File: src/hw/spiFlashPkg.sv
// --------------------
// Offsets are byte addresses on a 5-bit AXI4-Lite bus
// Only whole 32-bit words are decoded
// --------------------
package spiFlashPkg;

	// --------------------
	// Register map
	localparam logic [4:0] ctrlAddr = 5'h00;
	localparam logic [4:0] cmdAddr  = 5'h04;
	localparam logic [4:0] divAddr  = 5'h08;
	localparam logic [4:0] rxAddr   = 5'h0C;
	localparam logic [4:0] statAddr = 5'h10;

	// Control bits, lenLsb is the low bit of a 2-bit field
	localparam int startBit  = 0;
	localparam int addrEnBit = 1;
	localparam int lenLsb    = 4;

	// Status bits
	localparam int busyBit = 0;
	localparam int doneBit = 1;

	// SCK divider after reset
	localparam int defaultDiv = 3;

	// Command word, assembled by fields and sent by bytes
	typedef union packed {
		struct packed {
			logic [7:0]  opcode;
			logic [23:0] addr;
		} f;
		logic [3:0][7:0] bytes;
	} flashCmdU;

endpackage

File: src/hw/spiClockTimer.sv
// --------------------
// Tick period is divider + 1 cycles
// First tick comes divider cycles after run rises
// --------------------
`timescale 1ns/1ps

module spiClockTimer #(
	parameter int divWidth = 8
) (
	input  logic                iSCLK,
	input  logic                rstN,
	input  logic                run,
	input  logic [divWidth-1:0] divider,
	output logic                tick
);

	// Down-counter for the SCK half period
	logic [divWidth-1:0] count;

	// Tick on the terminal count only while running
	assign tick = run && (count == '0);

	always_ff @(posedge iSCLK or negedge rstN)
	begin
		if (!rstN)
		begin
			count <= '0;
		end
		else if (!run || (count == '0))
		begin
			// Reload when idle or after each tick
			count <= divider;
		end
		else
		begin
			count <= count - 1'b1;
		end
	end

	// Reload while stopped keeps the first SCK edge a full half period away
	assert property (@(posedge iSCLK) disable iff (!rstN)
		($rose(run) && (divider != '0)) |-> !tick);

endmodule

File: src/hw/spiByteShifter.sv
// --------------------
// SPI mode 0 byte engine, holdCycles must be at least 1 and below divider + 1
// --------------------
`timescale 1ns/1ps

module spiByteShifter #(
	parameter int holdCycles = 2
) (
	input  logic       iSCLK,
	input  logic       rstN,
	input  logic       byteEn,
	input  logic       tick,
	input  logic [7:0] txByte,
	input  logic       miso,
	output logic       sck,
	output logic       mosi,
	output logic [7:0] rxByte,
	output logic       byteDone
);

	localparam int holdW = (holdCycles > 1) ? $clog2(holdCycles) : 1;
	localparam logic [holdW-1:0] holdLast = holdW'(holdCycles - 1);

	logic [7:0]       txReg;
	logic [7:0]       rxReg;
	logic [2:0]       negCnt;
	logic [holdW-1:0] holdCnt;
	logic             holdActive;
	logic             sckFall;
	logic             sckRise;
	logic             holdDone;

	// Edge requests, SCK toggles on the following cycle
	assign sckFall  = byteEn && tick && sck;
	assign sckRise  = byteEn && tick && !sck;
	assign holdDone = holdActive && (holdCnt == holdLast);

	// --------------------
	// SCK, edge count and MOSI hold timing
	always_ff @(posedge iSCLK or negedge rstN)
	begin
		if (!rstN)
		begin
			sck        <= 1'b0;
			negCnt     <= '0;
			holdCnt    <= '0;
			holdActive <= 1'b0;
			txReg      <= '0;
			byteDone   <= 1'b0;
		end
		else if (!byteEn)
		begin
			// Idle, SCK low and next byte preloaded
			sck        <= 1'b0;
			negCnt     <= '0;
			holdCnt    <= '0;
			holdActive <= 1'b0;
			txReg      <= txByte;
			byteDone   <= 1'b0;
		end
		else
		begin
			if (tick)
				sck <= ~sck;
			// Eighth falling edge ends the byte
			byteDone <= sckFall && (negCnt == 3'd7);
			if (sckFall)
			begin
				negCnt     <= negCnt + 1'b1;
				holdActive <= 1'b1;
				holdCnt    <= '0;
			end
			else if (holdDone)
				holdActive <= 1'b0;
			else if (holdActive)
				holdCnt <= holdCnt + 1'b1;
			// Next bit out once the hold time has passed
			if (holdDone)
				txReg <= {txReg[6:0], 1'b0};
		end
	end

	// --------------------
	// MISO sampled on rising SCK, MSB first
	always_ff @(posedge iSCLK)
	begin
		if (sckRise)
			rxReg <= {rxReg[6:0], miso};
	end

	assign mosi   = txReg[7];
	assign rxByte = rxReg;

	// Sequencer counts bytes on this pulse
	assert property (@(posedge iSCLK) disable iff (!rstN) byteDone |=> !byteDone);

endmodule

File: src/hw/flashSequencer.sv
// --------------------
// One read transaction per start, opcode then optional 24-bit address then 1 to 4 bytes
// --------------------
`timescale 1ns/1ps

module flashSequencer import spiFlashPkg::*; (
	input  logic        iSCLK,
	input  logic        rstN,
	input  logic        startPulse,
	input  logic        addrEn,
	input  logic [1:0]  dataLen,
	input  flashCmdU    cmdWord,
	input  logic        byteDone,
	input  logic [7:0]  rxByte,
	output logic        byteEn,
	output logic [7:0]  txByte,
	output logic        run,
	output logic        csN,
	output logic        busy,
	output logic        done,
	output logic [31:0] rxWord
);

	localparam logic [2:0] sIdle     = 3'd0;
	localparam logic [2:0] sSelect   = 3'd1;
	localparam logic [2:0] sHeader   = 3'd2;
	localparam logic [2:0] sData     = 3'd3;
	localparam logic [2:0] sDeselect = 3'd4;

	logic [2:0] state;
	flashCmdU   cmdReg;
	logic       addrEnReg;
	logic [1:0] lenReg;
	logic [1:0] byteIdx;
	logic [1:0] dataCnt;

	// Timer runs only while a byte is on the wire
	assign run = byteEn;

	always_ff @(posedge iSCLK or negedge rstN)
	begin
		if (!rstN)
		begin
			state     <= sIdle;
			cmdReg    <= '0;
			addrEnReg <= 1'b0;
			lenReg    <= '0;
			byteIdx   <= '0;
			dataCnt   <= '0;
			byteEn    <= 1'b0;
			txByte    <= '0;
			csN       <= 1'b1;
			busy      <= 1'b0;
			done      <= 1'b0;
			rxWord    <= '0;
		end
		else
		begin
			done <= 1'b0;
			case (state)
				sIdle:
				begin
					// Latch the request, CS drops next cycle
					if (startPulse)
					begin
						cmdReg    <= cmdWord;
						addrEnReg <= addrEn;
						lenReg    <= dataLen;
						csN       <= 1'b0;
						busy      <= 1'b1;
						state     <= sSelect;
					end
				end
				sSelect:
				begin
					// Opcode first
					txByte  <= cmdReg.bytes[3];
					byteIdx <= 2'd3;
					state   <= sHeader;
				end
				sHeader:
				begin
					if (!byteEn)
						byteEn <= 1'b1;
					else if (byteDone)
					begin
						// One low cycle lets the engine reload
						byteEn <= 1'b0;
						if (addrEnReg && (byteIdx != 2'd0))
						begin
							byteIdx <= byteIdx - 1'b1;
							txByte  <= cmdReg.bytes[byteIdx - 1'b1];
						end
						else
						begin
							// Dummy zeros while reading
							txByte  <= '0;
							dataCnt <= '0;
							rxWord  <= '0;
							state   <= sData;
						end
					end
				end
				sData:
				begin
					if (!byteEn)
						byteEn <= 1'b1;
					else if (byteDone)
					begin
						byteEn                <= 1'b0;
						rxWord[dataCnt*8 +: 8] <= rxByte;
						dataCnt               <= dataCnt + 1'b1;
						if (dataCnt == lenReg)
							state <= sDeselect;
					end
				end
				sDeselect:
				begin
					// Busy falls with the done pulse
					csN   <= 1'b1;
					busy  <= 1'b0;
					done  <= 1'b1;
					state <= sIdle;
				end
				default:
					state <= sIdle;
			endcase
		end
	end

	// CS may only rise from the deselect state
	assert property (@(posedge iSCLK) disable iff (!rstN)
		(!csN && (state != sDeselect)) |=> !csN);
	// CSR gates start with busy
	assert property (@(posedge iSCLK) disable iff (!rstN) startPulse |-> !busy);

endmodule

File: src/hw/spiFlashCsr.sv
// --------------------
// AXI4-Lite slave, OKAY responses only and wstrb is not decoded
// --------------------
`timescale 1ns/1ps

module spiFlashCsr import spiFlashPkg::*; #(
	parameter int divWidth = 8
) (
	input  logic                iSCLK,
	input  logic                rstN,
	// AXI4-Lite slave
	input  logic [4:0]          awaddr,
	input  logic                awvalid,
	output logic                awready,
	input  logic [31:0]         wdata,
	input  logic [3:0]          wstrb,
	input  logic                wvalid,
	output logic                wready,
	output logic [1:0]          bresp,
	output logic                bvalid,
	input  logic                bready,
	input  logic [4:0]          araddr,
	input  logic                arvalid,
	output logic                arready,
	output logic [31:0]         rdata,
	output logic [1:0]          rresp,
	output logic                rvalid,
	input  logic                rready,
	// Sequencer side
	input  logic                busy,
	input  logic                done,
	input  logic [31:0]         rxWord,
	output logic                startPulse,
	output logic                addrEn,
	output logic [1:0]          dataLen,
	output flashCmdU            cmdWord,
	output logic [divWidth-1:0] divider
);

	logic        wrEn;
	logic        rdEn;
	logic        doneSticky;
	logic [31:0] readMux;

	// Transfer cycles
	assign wrEn = awready && awvalid && wready && wvalid;
	assign rdEn = arready && arvalid;

	assign bresp = 2'b00;
	assign rresp = 2'b00;

	// --------------------
	// Handshakes and control registers
	always_ff @(posedge iSCLK or negedge rstN)
	begin
		if (!rstN)
		begin
			awready    <= 1'b0;
			wready     <= 1'b0;
			bvalid     <= 1'b0;
			arready    <= 1'b0;
			rvalid     <= 1'b0;
			startPulse <= 1'b0;
			addrEn     <= 1'b0;
			dataLen    <= '0;
			divider    <= divWidth'(defaultDiv);
			doneSticky <= 1'b0;
		end
		else
		begin
			// Single-cycle ready, held off while a response waits
			awready <= awvalid && wvalid && !awready && !bvalid;
			wready  <= awvalid && wvalid && !awready && !bvalid;
			arready <= arvalid && !arready && !rvalid;

			if (wrEn)
				bvalid <= 1'b1;
			else if (bready)
				bvalid <= 1'b0;
			if (rdEn)
				rvalid <= 1'b1;
			else if (rready)
				rvalid <= 1'b0;

			// Start self-clears, dropped while a transaction runs
			startPulse <= wrEn && (awaddr == ctrlAddr) && wdata[startBit] && !busy;

			if (wrEn && (awaddr == ctrlAddr))
			begin
				addrEn  <= wdata[addrEnBit];
				dataLen <= wdata[lenLsb +: 2];
			end
			if (wrEn && (awaddr == divAddr))
				divider <= wdata[divWidth-1:0];

			// Done set wins over a clear in the same cycle
			if (done)
				doneSticky <= 1'b1;
			else if (wrEn && (awaddr == statAddr) && wdata[doneBit])
				doneSticky <= 1'b0;
		end
	end

	// --------------------
	// Command word and read data
	always_ff @(posedge iSCLK)
	begin
		if (wrEn && (awaddr == cmdAddr))
		begin
			cmdWord.f.opcode <= wdata[31:24];
			cmdWord.f.addr   <= wdata[23:0];
		end
		if (rdEn)
			rdata <= readMux;
	end

	// Unmapped offsets read zero
	always_comb
	begin
		readMux = '0;
		case (araddr)
			ctrlAddr:
			begin
				readMux[addrEnBit]    = addrEn;
				readMux[lenLsb +: 2] = dataLen;
			end
			cmdAddr:
				readMux = cmdWord;
			divAddr:
				readMux[divWidth-1:0] = divider;
			rxAddr:
				readMux = rxWord;
			statAddr:
			begin
				readMux[busyBit] = busy;
				readMux[doneBit] = doneSticky;
			end
			default:
				readMux = '0;
		endcase
	end

	// Write response must wait for the master
	assert property (@(posedge iSCLK) disable iff (!rstN) (bvalid && !bready) |=> bvalid);

endmodule

File: src/hw/spiFlashCtrl.sv
// --------------------
// SPI flash read controller, holdCycles must stay below divider + 1
// --------------------
`timescale 1ns/1ps

module spiFlashCtrl import spiFlashPkg::*; #(
	parameter int divWidth   = 8,
	parameter int holdCycles = 2
) (
	input  logic        iSCLK,
	input  logic        rstN,
	// AXI4-Lite slave
	input  logic [4:0]  awaddr,
	input  logic        awvalid,
	output logic        awready,
	input  logic [31:0] wdata,
	input  logic [3:0]  wstrb,
	input  logic        wvalid,
	output logic        wready,
	output logic [1:0]  bresp,
	output logic        bvalid,
	input  logic        bready,
	input  logic [4:0]  araddr,
	input  logic        arvalid,
	output logic        arready,
	output logic [31:0] rdata,
	output logic [1:0]  rresp,
	output logic        rvalid,
	input  logic        rready,
	// Flash pins
	output logic        flashSck,
	output logic        flashMosi,
	input  logic        flashMiso,
	output logic        flashCsN
);

	// CSR to sequencer
	logic                startPulse;
	logic                addrEn;
	logic [1:0]          dataLen;
	flashCmdU            cmdWord;
	logic [divWidth-1:0] divider;
	logic                busy;
	logic                done;
	logic [31:0]         rxWord;
	// Sequencer to byte engine and timer
	logic                byteEn;
	logic [7:0]          txByte;
	logic                run;
	logic                tick;
	logic                byteDone;
	logic [7:0]          rxByte;

	spiFlashCsr #(
		.divWidth(divWidth)
	) csr (
		.iSCLK(iSCLK), .rstN(rstN),
		.awaddr(awaddr), .awvalid(awvalid), .awready(awready),
		.wdata(wdata), .wstrb(wstrb), .wvalid(wvalid), .wready(wready),
		.bresp(bresp), .bvalid(bvalid), .bready(bready),
		.araddr(araddr), .arvalid(arvalid), .arready(arready),
		.rdata(rdata), .rresp(rresp), .rvalid(rvalid), .rready(rready),
		.busy(busy), .done(done), .rxWord(rxWord),
		.startPulse(startPulse), .addrEn(addrEn), .dataLen(dataLen),
		.cmdWord(cmdWord), .divider(divider)
	);

	flashSequencer seq (
		.iSCLK(iSCLK), .rstN(rstN),
		.startPulse(startPulse), .addrEn(addrEn), .dataLen(dataLen),
		.cmdWord(cmdWord), .byteDone(byteDone), .rxByte(rxByte),
		.byteEn(byteEn), .txByte(txByte), .run(run), .csN(flashCsN),
		.busy(busy), .done(done), .rxWord(rxWord)
	);

	spiClockTimer #(
		.divWidth(divWidth)
	) timer (
		.iSCLK(iSCLK), .rstN(rstN),
		.run(run), .divider(divider), .tick(tick)
	);

	spiByteShifter #(
		.holdCycles(holdCycles)
	) shifter (
		.iSCLK(iSCLK), .rstN(rstN),
		.byteEn(byteEn), .tick(tick), .txByte(txByte), .miso(flashMiso),
		.sck(flashSck), .mosi(flashMosi), .rxByte(rxByte), .byteDone(byteDone)
	);

endmodule

File: config.mk
export PLATFORM = sky130hd
export DESIGN_NAME = spiFlashCtrl
export DESIGN_NICKNAME = d
export VERILOG_FILES = /design/src/hw/spiFlashPkg.sv /design/src/hw/spiClockTimer.sv /design/src/hw/spiByteShifter.sv /design/src/hw/flashSequencer.sv /design/src/hw/spiFlashCsr.sv /design/src/hw/spiFlashCtrl.sv
export SDC_FILE = /design/constraint.sdc
export NUM_CORES = 1
export LEC_CHECK = 0
export ABC_AREA = 1
export BUFFER_PORTS_ARGS = -buffer_cell sky130_fd_sc_hd__buf_2
export CELL_PAD_IN_SITES_DETAIL_PLACEMENT = 1
export CELL_PAD_IN_SITES_GLOBAL_PLACEMENT = 2
export CORE_MARGIN = 2
export CORE_UTILIZATION = 38
export CTS_BUF_LIST = sky130_fd_sc_hd__clkbuf_4 sky130_fd_sc_hd__clkbuf_8
export DETAILED_ROUTE_END_ITERATION = 7
export GPL_ROUTABILITY_DRIVEN = 0
export PLACE_DENSITY_LB_ADDON = 0.1
export SETUP_SLACK_MARGIN = 0.05
export SLEW_MARGIN = 20
export SYNTH_ARGS = -nofsm -noshare
export SYNTH_HDL_FRONTEND = slang
export SYNTH_SLANG_ARGS = --single-unit
File: constraint.sdc
create_clock -name iSCLK -period 2.68 [get_ports iSCLK]
set_clock_uncertainty 0.2 [all_clocks]
set_input_delay 0.536 -clock iSCLK [delete_from_list [all_inputs] [get_ports iSCLK]]
set_output_delay 0.536 -clock iSCLK [all_outputs]
set_load 0.05 [all_outputs]
Word-level counts from Yosys, hierarchy flattened:

Index checks and enable logic that the tools add are counted.
Widths: inputs -> output; s select.

* register bits after elaboration: 198
* input port bits: 54
* output and inout port bits: 44
* logic and storage cells: 183

* $add $sub $neg: 6
* magnitude comparators: 1
* equal/unequal tests: 27
* shift operators: 2
* multiplexer cells: 65
* bitwise logic cells: 1
* reduce and logical (&&, ||, !) cells: 50

Operators by type and width (count)
* $mux 32: 5
* $pmux 32 s2: 1
* $mux 8: 7
* $pmux 24 s2: 1
* $neg 5->34: 1
* $shift 8x34->32 const A: 1
* $shiftx 8x34->32: 1
* $bwmux 32: 1
* $mux 3: 9
* $logic_and 1x1->1: 23
* $mux 1: 21
* $ne 2x1->1 const B: 9
* $bmux 8 s2: 1
* $mux 2: 8
* $pmux 8 s2: 1
* $eq 5x4->1 const B: 3
* $reduce_bool 2->1: 7
* $pmux 2 s3: 2
* $pmux 3 s4: 1
* $eq 5x3->1 const B: 2
* $eq 5x5->1 const B: 2
* $logic_not 5->1: 2
* $logic_not 8->1: 1
* $pmux 2 s2: 2
* other kinds (27): 40

Longest topological paths before layout:

Gate-level depths: netlist of the first run.

* word-level depth: 7
* depth in mapped cells: 12
* depth with buffers taken out: 10

Hierarchy:

From an unflattened synthesis of the first run, not the netlist that was laid out.

* cell total of the unflattened synthesis: 1027
* area total of the unflattened synthesis: 9441.6 µm²

Modules (own cells, without submodules)
* flashSequencer: times used 1, cells an instance 572, area each 4357.9 µm², sequential area each 2153.3 µm²
* spiFlashCsr: times used 1, cells an instance 288, area each 3553.4 µm², sequential area each 2349.8 µm²
* spiByteShifter: times used 1, cells an instance 99, area each 969.7 µm², sequential area each 615.6 µm²
* spiClockTimer: times used 1, cells an instance 68, area each 560.5 µm², sequential area each 200.2 µm²

Worst setup path before layout of the first run:

No wires, ideal clock.

* kind: reg-to-reg
* start: register csr.awready
* end: register csr.cmdWord[0] in the netlist's numbering (enable)
* setup time: 0.392 ns
* data arrival time: 2.004 ns
* required time: 2.088 ns
* setup slack: 0.084 ns
* cell stages (with the launch flop): 4
* buffers on the path: 0
* clock period less this slack: 2.596 ns
* cells stage by stage: dfrtp_1 -> nand3_1 -> nor3_1 -> and3_1

* word-level cells in the longest chain between the ends: 4

Ends and longest elaborated chain
* from (decl): RTL line spiFlashCsr.sv:14 `output logic awready,`
* from (signal assigned): RTL line spiFlashCsr.sv:72 `awready <= awvalid && wvalid && !awready && !bvalid;`
* $logic_and 1x1->1: RTL line spiFlashCsr.sv:46 `assign wrEn = awready && awvalid && wready && wvalid;`
* $logic_and 1x1->1 * (2 in series): RTL line spiFlashCsr.sv:46
* $logic_and 1x1->1 *: RTL line spiFlashCsr.sv:108 `if (wrEn && (awaddr == cmdAddr))`
* to (decl): RTL line spiFlashCsr.sv:36 `output flashCmdU cmdWord,`

Mark *: on every way between the ends. The rest lies on a longest branch, timed or not.
A chain may end at the register's enable or synchronous reset.

Worst setup path in the final report of the first run:

* start: register seq.state[1]
* end: register seq.rxWord[15]

* word-level cells in the longest chain between the ends: 3
* elaborated cells on any way between the ends: 10
* classes of those cells: eq/ne: 7; mux: 1; reduce/logical: 2

Ends and longest elaborated chain
* from (decl): RTL line flashSequencer.sv:30 `logic [2:0] state;`
* from (signal assigned): RTL line flashSequencer.sv:44 `state <= sIdle;`
* from (signal assigned): RTL line flashSequencer.sv:71 `state <= sSelect;`
* from (signal assigned): RTL line flashSequencer.sv:79 `state <= sHeader;`
* $eq 3x2->1: RTL line flashSequencer.sv:60 `case (state)`
* $ne 2x1->1 (no source line), or another cell as far along
* $reduce_and 6->1 (no source line)
* to (signal, indexed assignment): RTL line flashSequencer.sv:111 `rxWord[dataCnt*8 +: 8] <= rxByte;`
* to (decl): RTL line flashSequencer.sv:21 `output logic [31:0] rxWord`

Several ways; a longest one is shown, not always the timed one.

==> impl_metrics.toml, run 1 <==
[critical_path]
critPathArrivalTime_ns = 2.34
rrSetupSlack_ns = 0.54
reg2reg_to = "seq.rxWord[15]"
reg2reg_depth = 6
endpoint_kind = "register"
crit_type = "register to register"
crit_path_start_kind = "register"
required_ns = 2.87
path_max_fanout = 16
reg2reg_from = "seq.state[1]"

[detailed_routing]
wl_met3_um = 804
met2_length_um = 11300
wl_met1_um = 11600
viasPerCell = 4.88
highest_layer = "met4"
avgRoutedWirePerCell_um = 17.8
drc = 0
drtIter0Drc = 392
antenna_left = 0
wl_um = 24000
num_vias = 6593
first_pass_iters = 5

[sta]
maxSlewViolCount = 0
tightest_slew_ns = 0.674
max_slew_margin_pct = 55.0
rsz0062_at_grt = "false"
max_freq_mhz = 467
setup_viol = 0
period_needed_ns = 2.14
timing.setup.tns_ns = 0
setup_ws_ns = 0.538
fin_crit_sh_pct = 79.9
hold_viol = 0

[floorplanning]
num_io_pins = 98
start_util_pct = 38.9
rows = 55
core_um2 = 22700
die_h_um = 157
fp.dieArea_um2 = 24500
dieWidth_um = 157

[layout]
nFillCells = 2658
mostFrequentLayoutCells = "nand2_1, dfrtp_1, inv_1, buf_2, edfxtp_1"
fin_area_um2 = 10200
drive_gt1_share_pct = 18.1
multi_input_area_um2 = 2940
nNetsFinal = 1116
final_core_util_pct = 44.8
antenna_cells = 0
seq_area_um2 = 5320
area_delta_synth_final_pct = 15.0
layout_commonest_cell = "nand2_1"

[clock_tree]
htreeDepth = 4
cts_root_buf = "clkbuf_8"
numCtsBuffers = 17
cts_tree = "yes"
clk_latency_ns = 0.48
cts_sinks = 198
clkTransAtPathRegs_ns = 0.13
postCtsResizedCells = 0
clock_path_buffers = 2

[synth]
synth_area_leaders = "dfrtp_1, edfxtp_1, nand2_1"
synth_warnings = 0
avgSynthCellArea_um2 = 9.33
synth.top_cell.area_share_pct = 34.8
synth.area.mux_share_pct = 0
synth_top_family_by_area = "simple AND/OR/NAND/NOR gates"
synth-simple-area-share_pct = 23.3
synth_area_leader_cell = "dfrtp_1"
yosysUniqueCellTypes = 37
ys_seq_area_share_pct = 60.2
synth-async-reset-ratio_pct = 63.6
synthesis.area_um2 = 8840
ys_ff_latch = 198
synth_ff_type = "dfrtp_1"
synth_xor_xnor_area_share_pct = 0.198
syn_inst = 948
synthAdderAreaFrac_pct = 1.42
synth_compound_area_share_pct = 8.08
synth_edf_count = 72

[global_routing]
overflow = 0
grt_pass1_wl_um = 37600
track_usage_pct = 20.4
antenna_found_initial = 0
grt_max_degree = 51
grt_pass1_vias = 6708

[power]
seqPwrFrac_pct = 48.1
ir_drop_mv = 0.355
intPower_mw = 4.66
p_leak_nw = 4.72
combPwrFrac_pct = 23.4
switching_share_pct = 35.8
p_per_area_nw_per_um2 = 714
p_total_mw = 7.26
clkPwrFrac_pct = 28.5
p_sw_mw = 2.60

[outcome]
status = "completed"

[hold_path]
worstHoldStart = "wdata[29]"
min_to = "csr.cmdWord[29]"
holdPathStages = 1
min_path_type = "input pin to register"

[place]
placed_area_um2 = 9640
dp_hpwl_um = 17700
dp_worst_setup_slack_ns = 0.472
io_buffers = 89

[flow_run]
drv_cap = 0
==> per-stage QoR <==
step                hold slack [ns]  std cells
detailed placement            0.245       1309
CTS                         0.00127       1345
finish                       0.0242       1350
floorplan                    0.0404        951
global placement              0.230       1309
global route                0.00116       1350
==> routing by layer <==
layer,global-route usage (%),vias up
met2,32.5,98
met3,2.71,17
met1,29.7,3220
li1,-,3258
met4,4.89,0
met5,0,-
==> cells by family after synthesis <==
logic type / after synthesis
flip-flops: 198
buffers and inverters: 139
AND/OR/NAND/NOR: 482
adder cells (fa/ha/maj): 10
other: 1
AO/OA/AOI/OAI: 116
XOR/XNOR: 2
==> critical path, cell delays in order (launching register included) <==
cell and delay (ns):
dfrtp_1 0.56, nand3_2 0.29, inv_1 0.41, nand2_1 0.18, nand2_4 0.25, nand2_1 0.10, o21ai_2 0.06
==> synthesized netlist by cell type, types with 2 or more instances <==
cell type and instances:
o21ai_1 3, inv_2 3, o211ai_1 6, nor3_2 3, ha_1 10, nor2_1 63
dfrtp_1 123, nor2_4 2, a21oi_1 7, nor3_1 7, dfstp_2 3, nand3_2 2
clkinv_1 5, clkbuf_1 8, buf_6 6, edfxtp_1 72, buf_2 14, o21ai_2 30
nand3_1 71, nand4_1 11, buf_4 5, inv_1 97, o21ai_0 68, nand2_4 5
nand2_1 312
==> repair_timing <==
action                                 CTS  global route
hold buffers                             4             5
setup buffers                            0             0
setup endpoints to repair                0             0
endpoints found under the hold margin   32             5
==> registers in the layout, summed over array words and instances, names as in the netlist, 32 cells and up <==
name         cells
seq.rxWord      32
csr.rdata       32
seq.cmdReg      32
csr.cmdWord     32
==> layout make-up <==
cell class / count / area share [%]
Sequential cell: 198 / 52.3
Inverter: 105 / 3.88
Clock buffer: 17 / 2.30
Clock inverter: 15 / 1.98
Multi-Input combinational cell: 614 / 28.9
Timing Repair Buffer: 116 / 7.11
Tap cell: 285 / 3.51
==> worst max-delay path by stage <==
stage / start / to / slack [ns] / depth (start not counted)
final: seq.state[1] / seq.rxWord[15] / 0.54 / 6
after global routing: seq.byteIdx[0] / seq.txByte[0] / 0.32 / 9
after CTS: seq.byteIdx[0] / seq.txByte[3] / 0.52 / 10
after detailed placement: awvalid / csr.cmdWord[30] / 0.47 / 5
after global placement: awvalid / csr.cmdWord[11] / 0.54 / 5
after floorplan: csr.awready / csr.cmdWord[0] / 0.08 / 3
==> power by group through the flow <==
stage | logic, mW | registers, mW | clock network [mW]
2_1_floorplan | 1.13 | 3.64 | 0
3_3_place_gp | 1.69 | 3.55 | 0
3_5_place_dp | 1.72 | 3.56 | 0
4_1_cts | 1.73 | 3.50 | 2.13
5_1_grt | 1.96 | 3.53 | 2.24
6_report | 1.70 | 3.50 | 2.07
Power figures use the tool's default switching activity.
==> inputs of run 2 (changes only) <==
- CORE_UTILIZATION: 38 -> 34
- clock period: 2.68 -> 1.95 ns (I/O delays scaled with it)
==> impl_metrics.toml, run 2 (synthesis results as in run 1) <==
[critical_path]
max_stage_delay_ns = 0.46
path_cells = "buf_2"
endpoint_kind = "primary output"
crit_type = "register to primary output"
path_max_fanout = 5
crit_path_start_kind = "register"
crit_slowest_cell = "dfrtp_1"
critPathBufInv = 1
required_ns = 1.36
critPathArrivalTime_ns = 1.22
worst_path_dominant_cell_family = "flip-flops"

[detailed_routing]
first_pass_iters = 4
wl_um = 25300
num_vias = 6866
drc = 0
drtIter0Drc = 408
antenna_left = 0
viasPerCell = 4.72
avgRoutedWirePerCell_um = 17.4

[layout]
nNetsFinal = 1171
mostFrequentLayoutCells = "nand2_1, dfrtp_1, inv_1, buf_2, edfxtp_1"
final_cells = 1455
area_delta_synth_final_pct = 22.7
layout_commonest_cell = "nand2_1"
antenna_cells = 0
drive_gt1_share_pct = 22.0
fin_area_um2 = 10800

[clock_tree]
clkTransAtPathRegs_ns = 0.12
numCtsBuffers = 17
htreeDepth = 4
cts_sinks = 198
clock_path_buffers = 2
cts_tree = "yes"
cts_root_buf = "clkbuf_8"
clk_latency_ns = 0.47

[floorplanning]
die_h_um = 165
num_io_pins = 98
rows = 59
start_util_pct = 34.3
dieWidth_um = 165
fp.dieArea_um2 = 27300
core_um2 = 25800

[power]
clkPwrFrac_pct = 25.9
intPower_mw = 6.39
p_sw_mw = 3.60
ir_drop_mv = 0.561
p_per_area_nw_per_um2 = 921
p_leak_nw = 4.96
switching_share_pct = 36.0
combPwrFrac_pct = 26.1
seqPwrFrac_pct = 48.0

[place]
placed_area_um2 = 9910
dp_hpwl_um = 18600
dp.cells = 1379
io_buffers = 89

[global_routing]
track_usage_pct = 19.5
grt_pass1_vias = 6988
grt_max_degree = 38
grt_pass1_wl_um = 39700
overflow = 0
antenna_found_initial = 0

[outcome]
status = "completed"

[sta]
maxSlewViolCount = 0
period_needed_ns = 1.81
hold_viol = 0
max_freq_mhz = 552
setup_viol = 0
rsz0062_at_grt = "true"
fin_crit_sh_pct = 92.9

[hold_path]
min_path_type = "input pin to register"

[flow_run]
drv_cap = 0
[run 2: changes by cell type in the layout (fill, tap and decap cells not counted), moves of 5 or more]
cell           delta
buf_4            +17
dlygate4sd3_1    +32
nand3_1          -10
nand3_2          +10
nor2_1            -5
[run 2: final cells by class]
cell class,count,area [µm²]
timing repair buffer,170,1260
tap,335,419
timing repair inverter,1,5.00
inverter,105,404
clock buffer,19,249
multi-input combinational,614,3070
fill,2990,14900
sequential,198,5320
clock inverter,13,115
[run 2: per-layer routing]
layer	GRT usage [%]	part of all wire, %	vias up
li1	-	-	3367
met1	27.9	48	3383
met2	31.6	48	104
met3	2.50	3.5	12
met4	4.27	0.89	0
met5	0	0	-
[run 2: worst min-delay path, delay by kind of cell]
| family | cells | cell delay (ns) |
|---|---|---|
| AND/OR/NAND/NOR | 3 | 0.24 |
| buffers and inverters | 1 | 0.10 |
[run 2: worst paths after layout]
kind	startpoint	endpoint	slack, ns	depth (start not counted)
max in group asynchronous	rstN	seq.cmdReg[11]	0.79	3
max	shifter.sck	flashSck	0.14	1
min reg2reg	csr.arready	csr.arready	0.25	1
min in group asynchronous	rstN	shifter.txReg[5]	0.17	2
min	awaddr[2]	csr.divider[1]	0.05	4
max reg2reg	timer.count[1]	shifter.rxByte[7]	0.15	7
[run 2: power groups by stage]
stage,Sequential (mW),Combinational (mW),Clock (mW)
final,4.79,2.60,2.59
after CTS,4.79,2.57,2.68
after global placement,4.87,2.47,0
after global routing,4.84,2.97,2.82
after floorplan,5.00,1.56,0
after detailed placement,4.88,2.49,0
[run 2: metrics by stage]
step / hold WS, ns / total power [mW] / TNS [ns] / util [%] / setup slack [ns]
floorplan: -0.106 / 6.56 / 0 / - / 0.0523
global placement: 0.130 / 7.34 / -0.278 / 38.5 / -0.0828
detailed placement: 0.128 / 7.37 / -0.482 / 38.5 / -0.140
CTS: 0.0104 / 10.0 / 0 / 41.5 / 0.0115
global route: 0.0566 / 10.6 / 0 / 42.1 / 0.0233
finish: 0.0471 / 9.99 / 0 / 42.1 / 0.139
[run 2: what timing repair did]
| item | in CTS | in global routing |
|---|---|---|
| setup endpoints to repair | 6 | 88 |
| setup buffers | 0 | 2 |
| hold endpoints to repair | 171 | 0 |
| hold buffers | 41 | 0 |
| gates cloned | 0 | 1 |
| pin swaps | 0 | 1 |
| gates resized for setup | 2 | 31 |
